===== src/source/dispatch_pkg.sv =====
package dispatch_pkg;

    // instruction word and register file sizes
    localparam int WORD_W = 32;
    localparam int SREG_N = 32;
    localparam int SREG_W = 5;
    localparam int MREG_N = 64;
    localparam int MREG_W = 6;
    localparam int TAG_W  = 2;
    localparam int FU_N   = 5;

    // field positions of the simplified instruction layout
    localparam int OP_LSB  = 0;
    localparam int OP_W    = 4;
    localparam int RD_LSB  = 4;
    localparam int RS1_LSB = 9;
    localparam int RS2_LSB = 14;
    localparam int MD_LSB  = 4;
    localparam int MS1_LSB = 10;
    localparam int MS2_LSB = 16;
    localparam int MS3_LSB = 22;

    typedef enum logic [OP_W-1:0] {
        NOP    = 4'd0,
        ALU    = 4'd1,
        ALUI   = 4'd2,
        LOAD   = 4'd3,
        STORE  = 4'd4,
        BRANCH = 4'd5,
        JAL    = 4'd6,
        JALR   = 4'd7,
        MLOAD  = 4'd8,
        MSTORE = 4'd9,
        GEMM   = 4'd10,
        HALT   = 4'd11
    } opcode_e;

    // unit_busy bit n belongs to unit value n+1
    typedef enum logic [2:0] {
        FU_NONE = 3'd0,
        FU_ALU  = 3'd1,
        FU_SLS  = 3'd2,
        FU_BR   = 3'd3,
        FU_MLS  = 3'd4,
        FU_GEMM = 3'd5
    } fu_e;

    // which unit will produce the pending scalar value
    typedef enum logic [TAG_W-1:0] {
        STAG_NONE = 2'd0,
        STAG_ALU  = 2'd1,
        STAG_JUMP = 2'd2,
        STAG_LOAD = 2'd3
    } stag_e;

    typedef enum logic [TAG_W-1:0] {
        MTAG_NONE = 2'd0,
        MTAG_GEMM = 2'd1,
        MTAG_LOAD = 2'd2
    } mtag_e;

    typedef struct packed {
        opcode_e           op;
        fu_e               unit;
        logic              s_write;
        logic              m_write;
        logic [SREG_W-1:0] s_rd;
        logic [SREG_W-1:0] s_rs1;
        logic [SREG_W-1:0] s_rs2;
        logic [MREG_W-1:0] md;
        logic [MREG_W-1:0] ms1;
        logic [MREG_W-1:0] ms2;
        logic [MREG_W-1:0] ms3;
        stag_e             s_tag;
        mtag_e             m_tag;
    } decoded_t;

    typedef struct packed {
        logic              en;
        logic [SREG_W-1:0] idx;
    } scalar_wb_t;

    typedef struct packed {
        logic              en;
        logic [MREG_W-1:0] idx;
    } matrix_wb_t;

    typedef struct packed {
        logic  waw;
        stag_e t1;
        stag_e t2;
    } scalar_src_t;

    typedef struct packed {
        logic  waw;
        mtag_e g1;
        mtag_e g2;
        mtag_e g3;
    } matrix_src_t;

    typedef struct packed {
        opcode_e           op;
        fu_e               unit;
        logic [SREG_W-1:0] s_rd;
        logic [SREG_W-1:0] s_rs1;
        logic [SREG_W-1:0] s_rs2;
        logic [MREG_W-1:0] md;
        logic [MREG_W-1:0] ms1;
        logic [MREG_W-1:0] ms2;
        logic [MREG_W-1:0] ms3;
        stag_e             t1;
        stag_e             t2;
        mtag_e             g1;
        mtag_e             g2;
        mtag_e             g3;
    } issue_t;

endpackage

===== src/source/dispatch_top.sv =====
module dispatch_top (
    input  logic                            CLK,
    input  logic                            nRST,
    input  logic                            instr_valid,
    input  logic [dispatch_pkg::WORD_W-1:0] instr,
    input  logic [dispatch_pkg::FU_N-1:0]   unit_busy,
    input  dispatch_pkg::scalar_wb_t        s_wb,
    input  dispatch_pkg::matrix_wb_t        m_wb,
    input  logic                            branch_miss,
    output logic                            issue_valid,
    output dispatch_pkg::issue_t            issue,
    output logic                            freeze,
    output logic                            halted
);
    import dispatch_pkg::*;

    decoded_t    dec;
    scalar_src_t s_src;
    matrix_src_t m_src;
    logic        fire;

    instr_decoder u_decoder (
        .instr (instr),
        .dec   (dec)
    );

    // both tables look up in parallel and are written by the same fire
    scalar_status_table u_scalar_table (
        .CLK  (CLK),
        .nRST (nRST),
        .dec  (dec),
        .fire (fire),
        .s_wb (s_wb),
        .src  (s_src)
    );

    matrix_status_table u_matrix_table (
        .CLK  (CLK),
        .nRST (nRST),
        .dec  (dec),
        .fire (fire),
        .m_wb (m_wb),
        .src  (m_src)
    );

    issue_control u_issue (
        .CLK         (CLK),
        .nRST        (nRST),
        .instr_valid (instr_valid),
        .dec         (dec),
        .s_src       (s_src),
        .m_src       (m_src),
        .unit_busy   (unit_busy),
        .branch_miss (branch_miss),
        .fire        (fire),
        .issue_valid (issue_valid),
        .issue       (issue),
        .freeze      (freeze),
        .halted      (halted)
    );

endmodule


===== src/source/issue_control.sv =====
module issue_control (
    input  logic                          CLK,
    input  logic                          nRST,
    input  logic                          instr_valid,
    input  dispatch_pkg::decoded_t        dec,
    input  dispatch_pkg::scalar_src_t     s_src,
    input  dispatch_pkg::matrix_src_t     m_src,
    input  logic [dispatch_pkg::FU_N-1:0] unit_busy,
    input  logic                          branch_miss,
    output logic                          fire,
    output logic                          issue_valid,
    output dispatch_pkg::issue_t          issue,
    output logic                          freeze,
    output logic                          halted
);
    import dispatch_pkg::*;

    logic       halt_q;
    logic       accept;
    logic       hazard;
    logic       busy_hit;
    logic [2:0] busy_idx;

    // the latched halt blocks new words, and a branch miss blocks the current one
    assign accept = instr_valid && !halt_q && !branch_miss;

    // unit_busy is indexed from the first real unit
    assign busy_idx = dec.unit - 3'd1;

    always_comb begin
        busy_hit = 1'b0;
        if (dec.unit != FU_NONE) begin
            busy_hit = unit_busy[busy_idx];
        end
    end

    assign hazard = s_src.waw || m_src.waw || busy_hit;
    assign freeze = accept && hazard;
    assign fire   = accept && !hazard && (dec.unit != FU_NONE);

    // halted rises with the HALT itself and drops during a branch miss
    assign halted = !branch_miss && (halt_q || (accept && (dec.op == HALT)));

    always_ff @(posedge CLK, negedge nRST) begin
        if (!nRST) begin
            halt_q      <= 1'b0;
            issue_valid <= 1'b0;
        end else begin
            halt_q      <= halted;
            issue_valid <= fire;
        end
    end

    // the payload only matters while issue_valid is high
    always_ff @(posedge CLK) begin
        if (fire) begin
            issue.op    <= dec.op;
            issue.unit  <= dec.unit;
            issue.s_rd  <= dec.s_rd;
            issue.s_rs1 <= dec.s_rs1;
            issue.s_rs2 <= dec.s_rs2;
            issue.md    <= dec.md;
            issue.ms1   <= dec.ms1;
            issue.ms2   <= dec.ms2;
            issue.ms3   <= dec.ms3;
            issue.t1    <= s_src.t1;
            issue.t2    <= s_src.t2;
            issue.g1    <= m_src.g1;
            issue.g2    <= m_src.g2;
            issue.g3    <= m_src.g3;
        end
    end

endmodule


===== src/source/matrix_status_table.sv =====
module matrix_status_table (
    input  logic                      CLK,
    input  logic                      nRST,
    input  dispatch_pkg::decoded_t    dec,
    input  logic                      fire,
    input  dispatch_pkg::matrix_wb_t  m_wb,
    output dispatch_pkg::matrix_src_t src
);
    import dispatch_pkg::*;

    logic [MREG_N-1:0] busy;
    mtag_e             tag [MREG_N];
    logic              set_en;
    logic              is_gemm;
    logic              is_mstore;
    logic [MREG_W-1:0] src1_idx;

    assign set_en    = fire && dec.m_write;
    assign is_gemm   = (dec.op == GEMM);
    assign is_mstore = (dec.op == MSTORE);

    // matrix register 0 is a real scratchpad slot, so unused sources are masked by opcode
    assign src1_idx = is_mstore ? dec.md : dec.ms1;

    function automatic mtag_e lookup(input logic used, input logic [MREG_W-1:0] idx);
        mtag_e result;
        result = MTAG_NONE;
        if (used && busy[idx] && !(m_wb.en && (m_wb.idx == idx))) begin
            result = tag[idx];
        end
        return result;
    endfunction

    always_comb begin
        src.waw = dec.m_write && busy[dec.md];
        src.g1  = lookup(is_gemm || is_mstore, src1_idx);
        src.g2  = lookup(is_gemm, dec.ms2);
        src.g3  = lookup(is_gemm, dec.ms3);
    end

    always_ff @(posedge CLK, negedge nRST) begin
        if (!nRST) begin
            busy <= '0;
        end else begin
            if (m_wb.en) begin
                busy[m_wb.idx] <= 1'b0;
            end
            // set comes last so it overrides a writeback to the same slot
            if (set_en) begin
                busy[dec.md] <= 1'b1;
            end
        end
    end

    always_ff @(posedge CLK) begin
        if (set_en) begin
            tag[dec.md] <= dec.m_tag;
        end
    end

endmodule


===== src/source/scalar_status_table.sv =====
module scalar_status_table (
    input  logic                      CLK,
    input  logic                      nRST,
    input  dispatch_pkg::decoded_t    dec,
    input  logic                      fire,
    input  dispatch_pkg::scalar_wb_t  s_wb,
    output dispatch_pkg::scalar_src_t src
);
    import dispatch_pkg::*;

    logic [SREG_N-1:0] busy;
    stag_e             tag [SREG_N];
    logic              set_en;

    // register 0 is hardwired, so it never becomes pending
    assign set_en = fire && dec.s_write && (dec.s_rd != '0);

    // a writeback in this cycle already frees the register for readers
    function automatic stag_e lookup(input logic [SREG_W-1:0] idx);
        stag_e result;
        result = STAG_NONE;
        if (busy[idx] && !(s_wb.en && (s_wb.idx == idx))) begin
            result = tag[idx];
        end
        return result;
    endfunction

    always_comb begin
        src.waw = dec.s_write && busy[dec.s_rd];
        src.t1  = lookup(dec.s_rs1);
        src.t2  = lookup(dec.s_rs2);
    end

    // a set after the clear lets a new producer win over a same-cycle writeback
    always_ff @(posedge CLK, negedge nRST) begin
        if (!nRST) begin
            busy <= '0;
        end else begin
            if (s_wb.en) begin
                busy[s_wb.idx] <= 1'b0;
            end
            if (set_en) begin
                busy[dec.s_rd] <= 1'b1;
            end
        end
    end

    always_ff @(posedge CLK) begin
        if (set_en) begin
            tag[dec.s_rd] <= dec.s_tag;
        end
    end

endmodule


===== src/source/instr_decoder.sv =====
module instr_decoder (
    input  logic [dispatch_pkg::WORD_W-1:0] instr,
    output dispatch_pkg::decoded_t          dec
);
    import dispatch_pkg::*;

    opcode_e           opc;
    logic [SREG_W-1:0] f_rd;
    logic [SREG_W-1:0] f_rs1;
    logic [SREG_W-1:0] f_rs2;
    logic [MREG_W-1:0] f_md;
    logic [MREG_W-1:0] f_ms1;
    logic [MREG_W-1:0] f_ms2;
    logic [MREG_W-1:0] f_ms3;

    assign opc   = opcode_e'(instr[OP_LSB +: OP_W]);
    assign f_rd  = instr[RD_LSB +: SREG_W];
    assign f_rs1 = instr[RS1_LSB +: SREG_W];
    assign f_rs2 = instr[RS2_LSB +: SREG_W];
    assign f_md  = instr[MD_LSB +: MREG_W];
    assign f_ms1 = instr[MS1_LSB +: MREG_W];
    assign f_ms2 = instr[MS2_LSB +: MREG_W];
    assign f_ms3 = instr[MS3_LSB +: MREG_W];

    // fields that an opcode does not use stay zero so the tables see no false match
    always_comb begin
        dec    = '0;
        dec.op = opc;
        case (opc)
            ALU, ALUI: begin
                dec.unit    = FU_ALU;
                dec.s_write = 1'b1;
                dec.s_rd    = f_rd;
                dec.s_rs1   = f_rs1;
                dec.s_rs2   = (opc == ALU) ? f_rs2 : '0;
                dec.s_tag   = STAG_ALU;
            end
            LOAD: begin
                dec.unit    = FU_SLS;
                dec.s_write = 1'b1;
                dec.s_rd    = f_rd;
                dec.s_rs1   = f_rs1;
                dec.s_tag   = STAG_LOAD;
            end
            STORE, BRANCH: begin
                dec.unit  = (opc == STORE) ? FU_SLS : FU_BR;
                dec.s_rs1 = f_rs1;
                dec.s_rs2 = f_rs2;
            end
            JAL, JALR: begin
                dec.unit    = FU_BR;
                dec.s_write = 1'b1;
                dec.s_rd    = f_rd;
                dec.s_rs1   = (opc == JALR) ? f_rs1 : '0;
                dec.s_tag   = STAG_JUMP;
            end
            MLOAD, MSTORE: begin
                // the scalar rs1 holds the memory address for both
                dec.unit    = FU_MLS;
                dec.s_rs1   = f_rs1;
                dec.md      = f_md;
                dec.m_write = (opc == MLOAD);
                dec.m_tag   = (opc == MLOAD) ? MTAG_LOAD : MTAG_NONE;
            end
            GEMM: begin
                dec.unit    = FU_GEMM;
                dec.m_write = 1'b1;
                dec.md      = f_md;
                dec.ms1     = f_ms1;
                dec.ms2     = f_ms2;
                dec.ms3     = f_ms3;
                dec.m_tag   = MTAG_GEMM;
            end
            HALT: begin
                dec.unit = FU_NONE;
            end
            default: begin
                dec.op = NOP;
            end
        endcase
    end

endmodule


===== config.mk =====
export PLATFORM = sky130hd
export DESIGN_NAME = dispatch_top
export DESIGN_NICKNAME = d
export VERILOG_FILES = /design/src/source/dispatch_pkg.sv /design/src/source/dispatch_top.sv /design/src/source/issue_control.sv /design/src/source/matrix_status_table.sv /design/src/source/scalar_status_table.sv /design/src/source/instr_decoder.sv
export SDC_FILE = /design/constraint.sdc
export NUM_CORES = 1
export LEC_CHECK = 0
export BUFFER_PORTS_ARGS = -buffer_cell sky130_fd_sc_hd__buf_2
export CORE_MARGIN = 3
export CORE_UTILIZATION = 32
export CTS_CLUSTER_SIZE = 8
export DETAILED_ROUTE_END_ITERATION = 8
export PLACE_DENSITY_LB_ADDON = 0.3
export SLEW_MARGIN = 20
export SYNTH_ARGS = -nofsm -noshare
export SYNTH_HDL_FRONTEND = slang
export SYNTH_SLANG_ARGS = --single-unit

===== constraint.sdc =====
create_clock -name CLK -period 5.88 [get_ports CLK]
set_input_delay 1.176 -clock CLK [delete_from_list [all_inputs] [get_ports CLK]]
set_output_delay 1.176 -clock CLK [all_outputs]
set_load 0.01 [all_outputs]

==> results of run 1 <==
tightest hold or removal path, stage by stage (launching register included):
cell and delay [ps]:
dfrtp_1 340, a31oi_1 50, nor2_1 110
logic make-up (layout without fill, tap and decap cells):
kind of cell,after synthesis,in the layout,synth area share (%)
multiplexers,196,196,10.6
XOR/XNOR,27,27,1.08
other,1,10,0.0171
AO/OA/AOI/OAI,670,670,20.2
buffers and inverters,268,323,5.09
flip-flops,346,346,45.0
adder cells (fa/ha/maj),2,2,0.114
AND/OR/NAND/NOR,817,817,17.8
power by group through the flow:
stage          Combinational (mW)  Clock [mW]  Sequential (mW)
2_1_floorplan               0.417           0             2.75
3_3_place_gp                0.701           0             2.74
3_5_place_dp                0.710           0             2.74
4_1_cts                     0.712        2.79             2.70
5_1_grt                     0.770        2.89             2.70
6_report                    0.728        2.74             2.70
stage by stage:
step / hold WS (ps) / instance area [sq um] / utilization, %
after global placement: 526 / 23500 / 34.7
after detailed placement: 539 / 23500 / 34.7
after floorplan: 494 / 22000 / -
after global routing: 598 / 24900 / 36.9
after CTS: 550 / 24900 / 36.9
final: 542 / 24900 / 36.9
state kept, by name, summed over array words and instances (netlist names):
name and cells:
u_matrix_table.tag 128, u_issue.issue 56, u_scalar_table.busy 32, u_issue.halt_q 1, u_issue.issue_valid 1, u_scalar_table.tag 64, u_matrix_table.busy 64
worst min-delay path by stage:
stage | start | to | slack (ps) | cells past startpoint
6_report | u_issue.halt_q$_DFF_PN0_ | u_issue.halt_q$_DFF_PN0_ | 540 | 2
2_1_floorplan | u_scalar_table.busy[26]$_DFF_PN0_ | u_scalar_table.busy[26]$_DFF_PN0_ | 490 | 2
4_1_cts | u_issue.halt_q$_DFF_PN0_ | u_issue.halt_q$_DFF_PN0_ | 550 | 2
3_3_place_gp | u_issue.halt_q$_DFF_PN0_ | u_issue.halt_q$_DFF_PN0_ | 530 | 2
3_5_place_dp | u_issue.halt_q$_DFF_PN0_ | u_issue.halt_q$_DFF_PN0_ | 540 | 2
5_1_grt | u_scalar_table.busy[26]$_DFF_PN0_ | u_scalar_table.busy[26]$_DFF_PN0_ | 600 | 2
synth_stat cells, types with 19 or more instances:
cell,count
o22ai_1,37
and3_1,33
nor3_1,104
nand3_1,82
o221ai_1,35
o21ai_0,178
dfrtp_1,98
mux4_2,25
nor2_1,99
buf_1,23
nor2b_1,19
a31oi_1,44
edfxtp_1,248
clkbuf_1,130
a211oi_1,52
o31ai_1,72
a21oi_1,90
buf_2,55
mux2_2,47
and2_1,25
xnor2_1,23
nand2_1,333
inv_1,45
mux2i_1,123
layout by cell type (no fill, tap or decap), types with 8 or more instances in the layout:
cell type  synthesis  layout
nand2_1          333     333
edfxtp_1         248     248
o21ai_0          178     176
mux2i_1          123     123
buf_2             55     107
nor3_1           104     102
nor2_1            99      99
dfrtp_1           98      98
a21oi_1           90      87
nand3_1           82      82
buf_4              3      77
o31ai_1           72      72
a211oi_1          52      52
clkbuf_16          0      52
mux2_2            47      47
inv_1             45      44
a31oi_1           44      44
o22ai_1           37      37
o221ai_1          35      35
and3_1            33      32
mux4_2            25      25
and2_1            25      25
clkbuf_1         130      25
xnor2_1           23      23
nor2b_1           19      19
o211ai_1          17      17
nand2b_1          17      17
nand3b_1          17      17
nor4_1            17      16
a211o_1           15      15
a2111oi_0         14      14
o21ai_1           14      13
nand4_1           11      11
a221oi_1          10      10
o2111ai_1          9       9
diode_2            0       8
nor3b_1            8       8
or3_1              9       8
a311oi_1           8       8
a311o_1            8       8
routing by layer:
| layer | part of all wire [%] | GRT usage (%) | up-vias |
|---|---|---|---|
| li1 | - | - | 8891 |
| met1 | 40 | 33.5 | 10300 |
| met2 | 44 | 38.1 | 1471 |
| met3 | 11 | 5.14 | 289 |
| met4 | 4.4 | 10.8 | 8 |
| met5 | 0.067 | 0 | - |
final cells by class:
cell class	count	area [sq um]
antenna	8	20.0
clock inverter	4	81.3
sequential	346	9900
inverter	53	201
fill	6705	42700
tap	873	1090
multi-input combinational	1714	11000
clock buffer	77	1400
timing repair buffer	189	1210
==> impl_metrics.py, run 1 <==
metrics = {
    "run_status": {
        "status": "complete, no violations",
    },
    "flow_run": {
        "cap_viol_max_count": 0,
    },
    "sta": {
        "setup_tns_ps": 0,
        "finalHoldViolations": 0,
        "fin_skew_ps": 58.1,
        "setup_violations": 0,
        "rsz0062_at_grt": "no",
        "slew_headroom_pct": 24.0,
        "fin_crit_sh_pct": 88.8,
        "tightestPinTransition_ps": 1140,
        "setup_slack_ps": 659,
        "fin_crit_ps": 5220,
        "clock.fmax_mhz": 192,
        "maxSlewViolCount": 0,
    },
    "yosys": {
        "syn_inst": 2327,
        "synth_area_sq_um": 22000,
        "ys_seq_elements": 346,
        "synth_top_cell_by_area": "edfxtp_1",
        "seq_area_frac_synth_pct": 45.0,
        "yosys_warnings": 0,
        "synth_top_area_share_pct": 33.9,
        "ys.flop_type": "edfxtp_1",
        "yosysUniqueCellTypes": 87,
        "synth_edf_count": 248,
        "ys_async_sr_fraction_pct": 28.3,
        "syn_avg_cell_area_sq_um": 9.45,
        "ys_top_cells_by_area": "edfxtp_1, dfrtp_1, nand2_1",
    },
    "worst_setup_path": {
        "slowest_stage": "nor4_2",
        "path_cells": "buf_2 > buf_4 > nand2_1 > nand3_1 > inv_1 > o21ai_0 > a21oi_1 > nor4_1 > nor4_2 > a21bo_2 > o31a_1 > buf_2",
        "endpoint_kind": "output pin",
        "worstPathArrival_ps": 4050,
        "cp_common_cell": "buf_2",
        "critPathRequiredTime_ps": 4700,
        "cp_top_family": "simple AND/OR/NAND/NOR gates",
        "crit_type": "primary input to output pin",
        "reg2reg_slack_ps": 2300,
        "crit_buf_inv": 4,
        "cpPeakStageDelay_ps": 400,
        "cp_num_cells": 12,
        "reg2regPathDepth": 9,
        "endpoint": "freeze",
        "r2r-end": "u_matrix_table.tag[43][1]$_DFFE_PP_",
        "worstPathMaxFanout": 17,
        "r2r_start": "u_matrix_table.busy[36]$_DFF_PN0_",
        "crit_start": "instr[1]",
        "critPathLaunchType": "primary input",
    },
    "finish": {
        "instances_no_fill": 3264,
        "drive_above_1_share_pct": 15.0,
        "layout.nets": 2410,
        "areaGrowthSynthToFinish_pct": 13.5,
    },
    "grt": {
        "grt_antenna_before_repair": 11,
        "grt_pass1_wl_mm": 132,
        "grt_max_degree": 65,
        "track_usage_pct": 24.7,
        "grt_pass1_vias": 19900,
        "grt-ovfl-total": 0,
    },
    "place": {
        "post-place-ws_ps": 658,
        "io_buffers": 108,
        "hpwl_mm": 62.8,
        "place_congestion": 0.986,
        "dp.cells": 3175,
    },
    "power": {
        "ir_drop_mv": 0.198,
        "powerDensity_nw_per_um2": 247,
        "p_comb_share_pct": 11.8,
        "swShare_pct": 26.9,
        "p_int_mw": 4.51,
        "p_sw_mw": 1.66,
        "leakagePower_nw": 8.58,
        "power.total_mw": 6.16,
        "pwr-share-seq_pct": 43.8,
        "pwr-share-clk_pct": 44.4,
    },
    "die": {
        "ios": 113,
        "fp.dieH_um": 268,
        "core-area_sq_um": 67600,
        "dieArea_sq_um": 71900,
        "die_w_um": 268,
        "rows": 95,
        "initial_utilization_pct": 32.5,
    },
    "routing": {
        "ant_nets": 0,
        "vias": 21000,
        "remaining_drc_errors": 0,
        "wl_per_cell_um": 27.9,
        "vias_per_cell": 6.42,
        "finalWirelength_mm": 91.2,
        "dr.pass1.iters": 7,
        "drt_iter0_markers": 2908,
    },
    "cts": {
        "root_buffer": "clkbuf_16",
        "cts_resized": 0,
        "worstSkewPairLatency_ps": 630,
        "cts_tree": "built",
        "cts_hold_buf": 0,
        "cts_sinks": 346,
        "post_cts.repair.setup_buffers": 0,
        "clock_path_buffers": 3,
        "clk_pin_slew_ps": 50,
        "h-tree-depth": 2,
        "cts_inserted_buffers": 50,
    },
    "worst_hold_path": {
        "hold_class": "flip-flop to flip-flop",
    },
}
Note: power is estimated with default switching activity, not from simulation.
==> run 2, diff against run 1 <==
==> constraint.sdc (replaced) <==
create_clock -name CLK -period 5.88 [get_ports CLK]
set_input_delay 0.588 -clock CLK [delete_from_list [all_inputs] [get_ports CLK]]
set_output_delay 0.588 -clock CLK [all_outputs]
set_load 0.01 [all_outputs]
==> impl_metrics.py, run 2 (same netlist as run 1, synthesis figures left out) <==
metrics = {
    "run_status": {
        "status": "complete, no violations",
    },
    "die": {
        "fp.dieH_um": 268,
        "ios": 113,
        "initial_utilization_pct": 32.5,
        "dieArea_sq_um": 71900,
        "die_w_um": 268,
        "core-area_sq_um": 67600,
        "rows": 95,
    },
    "finish": {
        "largest_reg_flops": 128,
        "reg.largest.list": "u_matrix_table.tag: 128 flops, u_matrix_table.busy: 64 flops, u_scalar_table.tag: 64 flops",
        "drive_above_1_share_pct": 14.5,
        "mostFrequentLayoutCells": "nand2_1, edfxtp_1, o21ai_0, mux2i_1, buf_2",
        "fin_area_sq_um": 24800,
        "layout.nets": 2394,
        "areaGrowthSynthToFinish_pct": 12.8,
        "final_common_cell": "nand2_1",
        "top_register": "u_matrix_table.tag",
        "instances_no_fill": 3238,
    },
    "routing": {
        "ant_nets": 0,
        "finalWirelength_mm": 91.2,
        "vias_per_cell": 6.40,
        "remaining_drc_errors": 0,
        "wl_per_cell_um": 28.2,
        "drt_iter0_markers": 2690,
        "dr.pass1.iters": 7,
        "vias": 20700,
    },
    "worst_setup_path": {
        "r2r_start": "u_matrix_table.busy[62]$_DFF_PN0_",
        "worstPathArrival_ps": 3830,
        "endpoint_kind": "output pin",
        "critPathLaunchType": "primary input",
        "critPathRequiredTime_ps": 5290,
        "crit_type": "primary input to output pin",
        "cp_common_cell": "buf_2",
        "cpPeakStageDelay_ps": 500,
        "worstPathMaxFanout": 19,
        "reg2reg_slack_ps": 2270,
        "path_cells": "buf_2 > nand2b_1 > inv_4 > nand2_4 > inv_1 > a311oi_1 > o311a_1 > nor4b_1 > nor4_2 > buf_4 > a21bo_2 > o31a_1 > buf_2",
        "crit_start": "instr[2]",
        "slowest_stage": "nand2b_1",
    },
    "cts": {
        "cts_inserted_buffers": 50,
        "cts_tree": "built",
        "root_buffer": "clkbuf_16",
        "worstSkewPairLatency_ps": 610,
        "clock_path_buffers": 3,
        "cts_resized": 0,
        "h-tree-depth": 2,
        "clk_pin_slew_ps": 50,
        "cts_sinks": 346,
        "post_cts.repair.setup_buffers": 0,
    },
    "power": {
        "ir_drop_mv": 0.197,
        "power.total_mw": 6.15,
        "powerDensity_nw_per_um2": 248,
        "leakagePower_nw": 8.51,
    },
    "sta": {
        "setup_tns_ps": 0,
        "tightestPinTransition_ps": 1210,
        "fin_crit_ps": 4420,
        "setup_violations": 0,
        "fin_crit_sh_pct": 75.1,
        "clock.fmax_mhz": 226,
        "maxSlewViolCount": 0,
        "fin_skew_ps": 42.5,
        "finalHoldViolations": 0,
        "slew_headroom_pct": 19.0,
        "rsz0062_at_grt": "no",
    },
    "worst_hold_path": {
        "hold_class": "primary input to flip-flop",
        "min-delay-start": "branch_miss",
    },
    "grt": {
        "grt_pass1_vias": 20000,
        "grt_antenna_before_repair": 9,
        "grt_pass1_wl_mm": 132,
        "grt-ovfl-total": 0,
        "track_usage_pct": 24.6,
        "grt_max_degree": 83,
    },
    "place": {
        "hpwl_mm": 61.2,
        "dp.cells": 3158,
        "place_area_sq_um": 23300,
        "io_buffers": 108,
        "place_congestion": 0.964,
    },
    "flow_run": {
        "cap_viol_max_count": 0,
    },
}
## run 2: cell types whose count changed in the layout (fill, tap and decap cells not counted), sizes merged
cell / change
buf: -17
clkbuf: -5
diode: -5
dlygate4sd3: +1
## run 2: metrics by stage
stage | setup slack, ps | util [%] | hold slack (ps)
global placement | 1200 | 34.5 | 463
floorplan | 1050 | - | 292
CTS | 1540 | 36.7 | 129
global route | 1320 | 36.7 | 150
detailed placement | 1110 | 34.5 | 468
finish | 1460 | 36.7 | 161
## run 2: worst paths after layout
check / to / cells after the start
worst min register to register: u_issue.halt_q$_DFF_PN0_ / 2
max in group asynchronous: u_scalar_table.busy[12]$_DFF_PN0_ / 3
min in group asynchronous: u_matrix_table.busy[53]$_DFF_PN0_ / 2
worst min-delay path: u_issue.halt_q$_DFF_PN0_ / 2
worst max register to register: u_matrix_table.tag[13][1]$_DFFE_PP_ / 10
worst max-delay path: freeze / 13
## run 2: per-layer routing
metal  global-route usage, %  routed length [um]  share of wire [%]  vias up
met5                       0                  69              0.076        -
met4                    12.2                4820                5.3       12
met3                    5.69               10300                 11      316
met2                    38.4               40600                 45     1408
met1                    32.2               35400                 39    10100
li1                        -                   -                  -     8838
## run 2: power by group
part           internal (mW)  leakage [nW]  switching [mW]
sequential              2.67          3.23          0.0363
combinational          0.216          4.58           0.509
clock                   1.61         0.699            1.11
## run 2: area by class of cell
class,instances,area [sq um]
fillers,6691,42800
multi-input cells,1714,11000
flip-flops and latches,346,9900
clock buffers,72,1390
repair buffers,173,1100
well taps,873,1090
inverters,53,201
clock inverters,4,68.8
diodes,3,7.51
## run 2: critical path: cells and delay by family
family,cells,cell delay [ps]
and+or+nand+nor,4,990
buffers and inverters,5,1190
AOI/OAI and AO/OA,4,1020
## run 2: repair_timing
item | 4_1_cts | 5_1_grt
endpoints found under the setup margin | 0 | 0
hold endpoints to repair | 16 | 0
hold buffers | 1 | 0
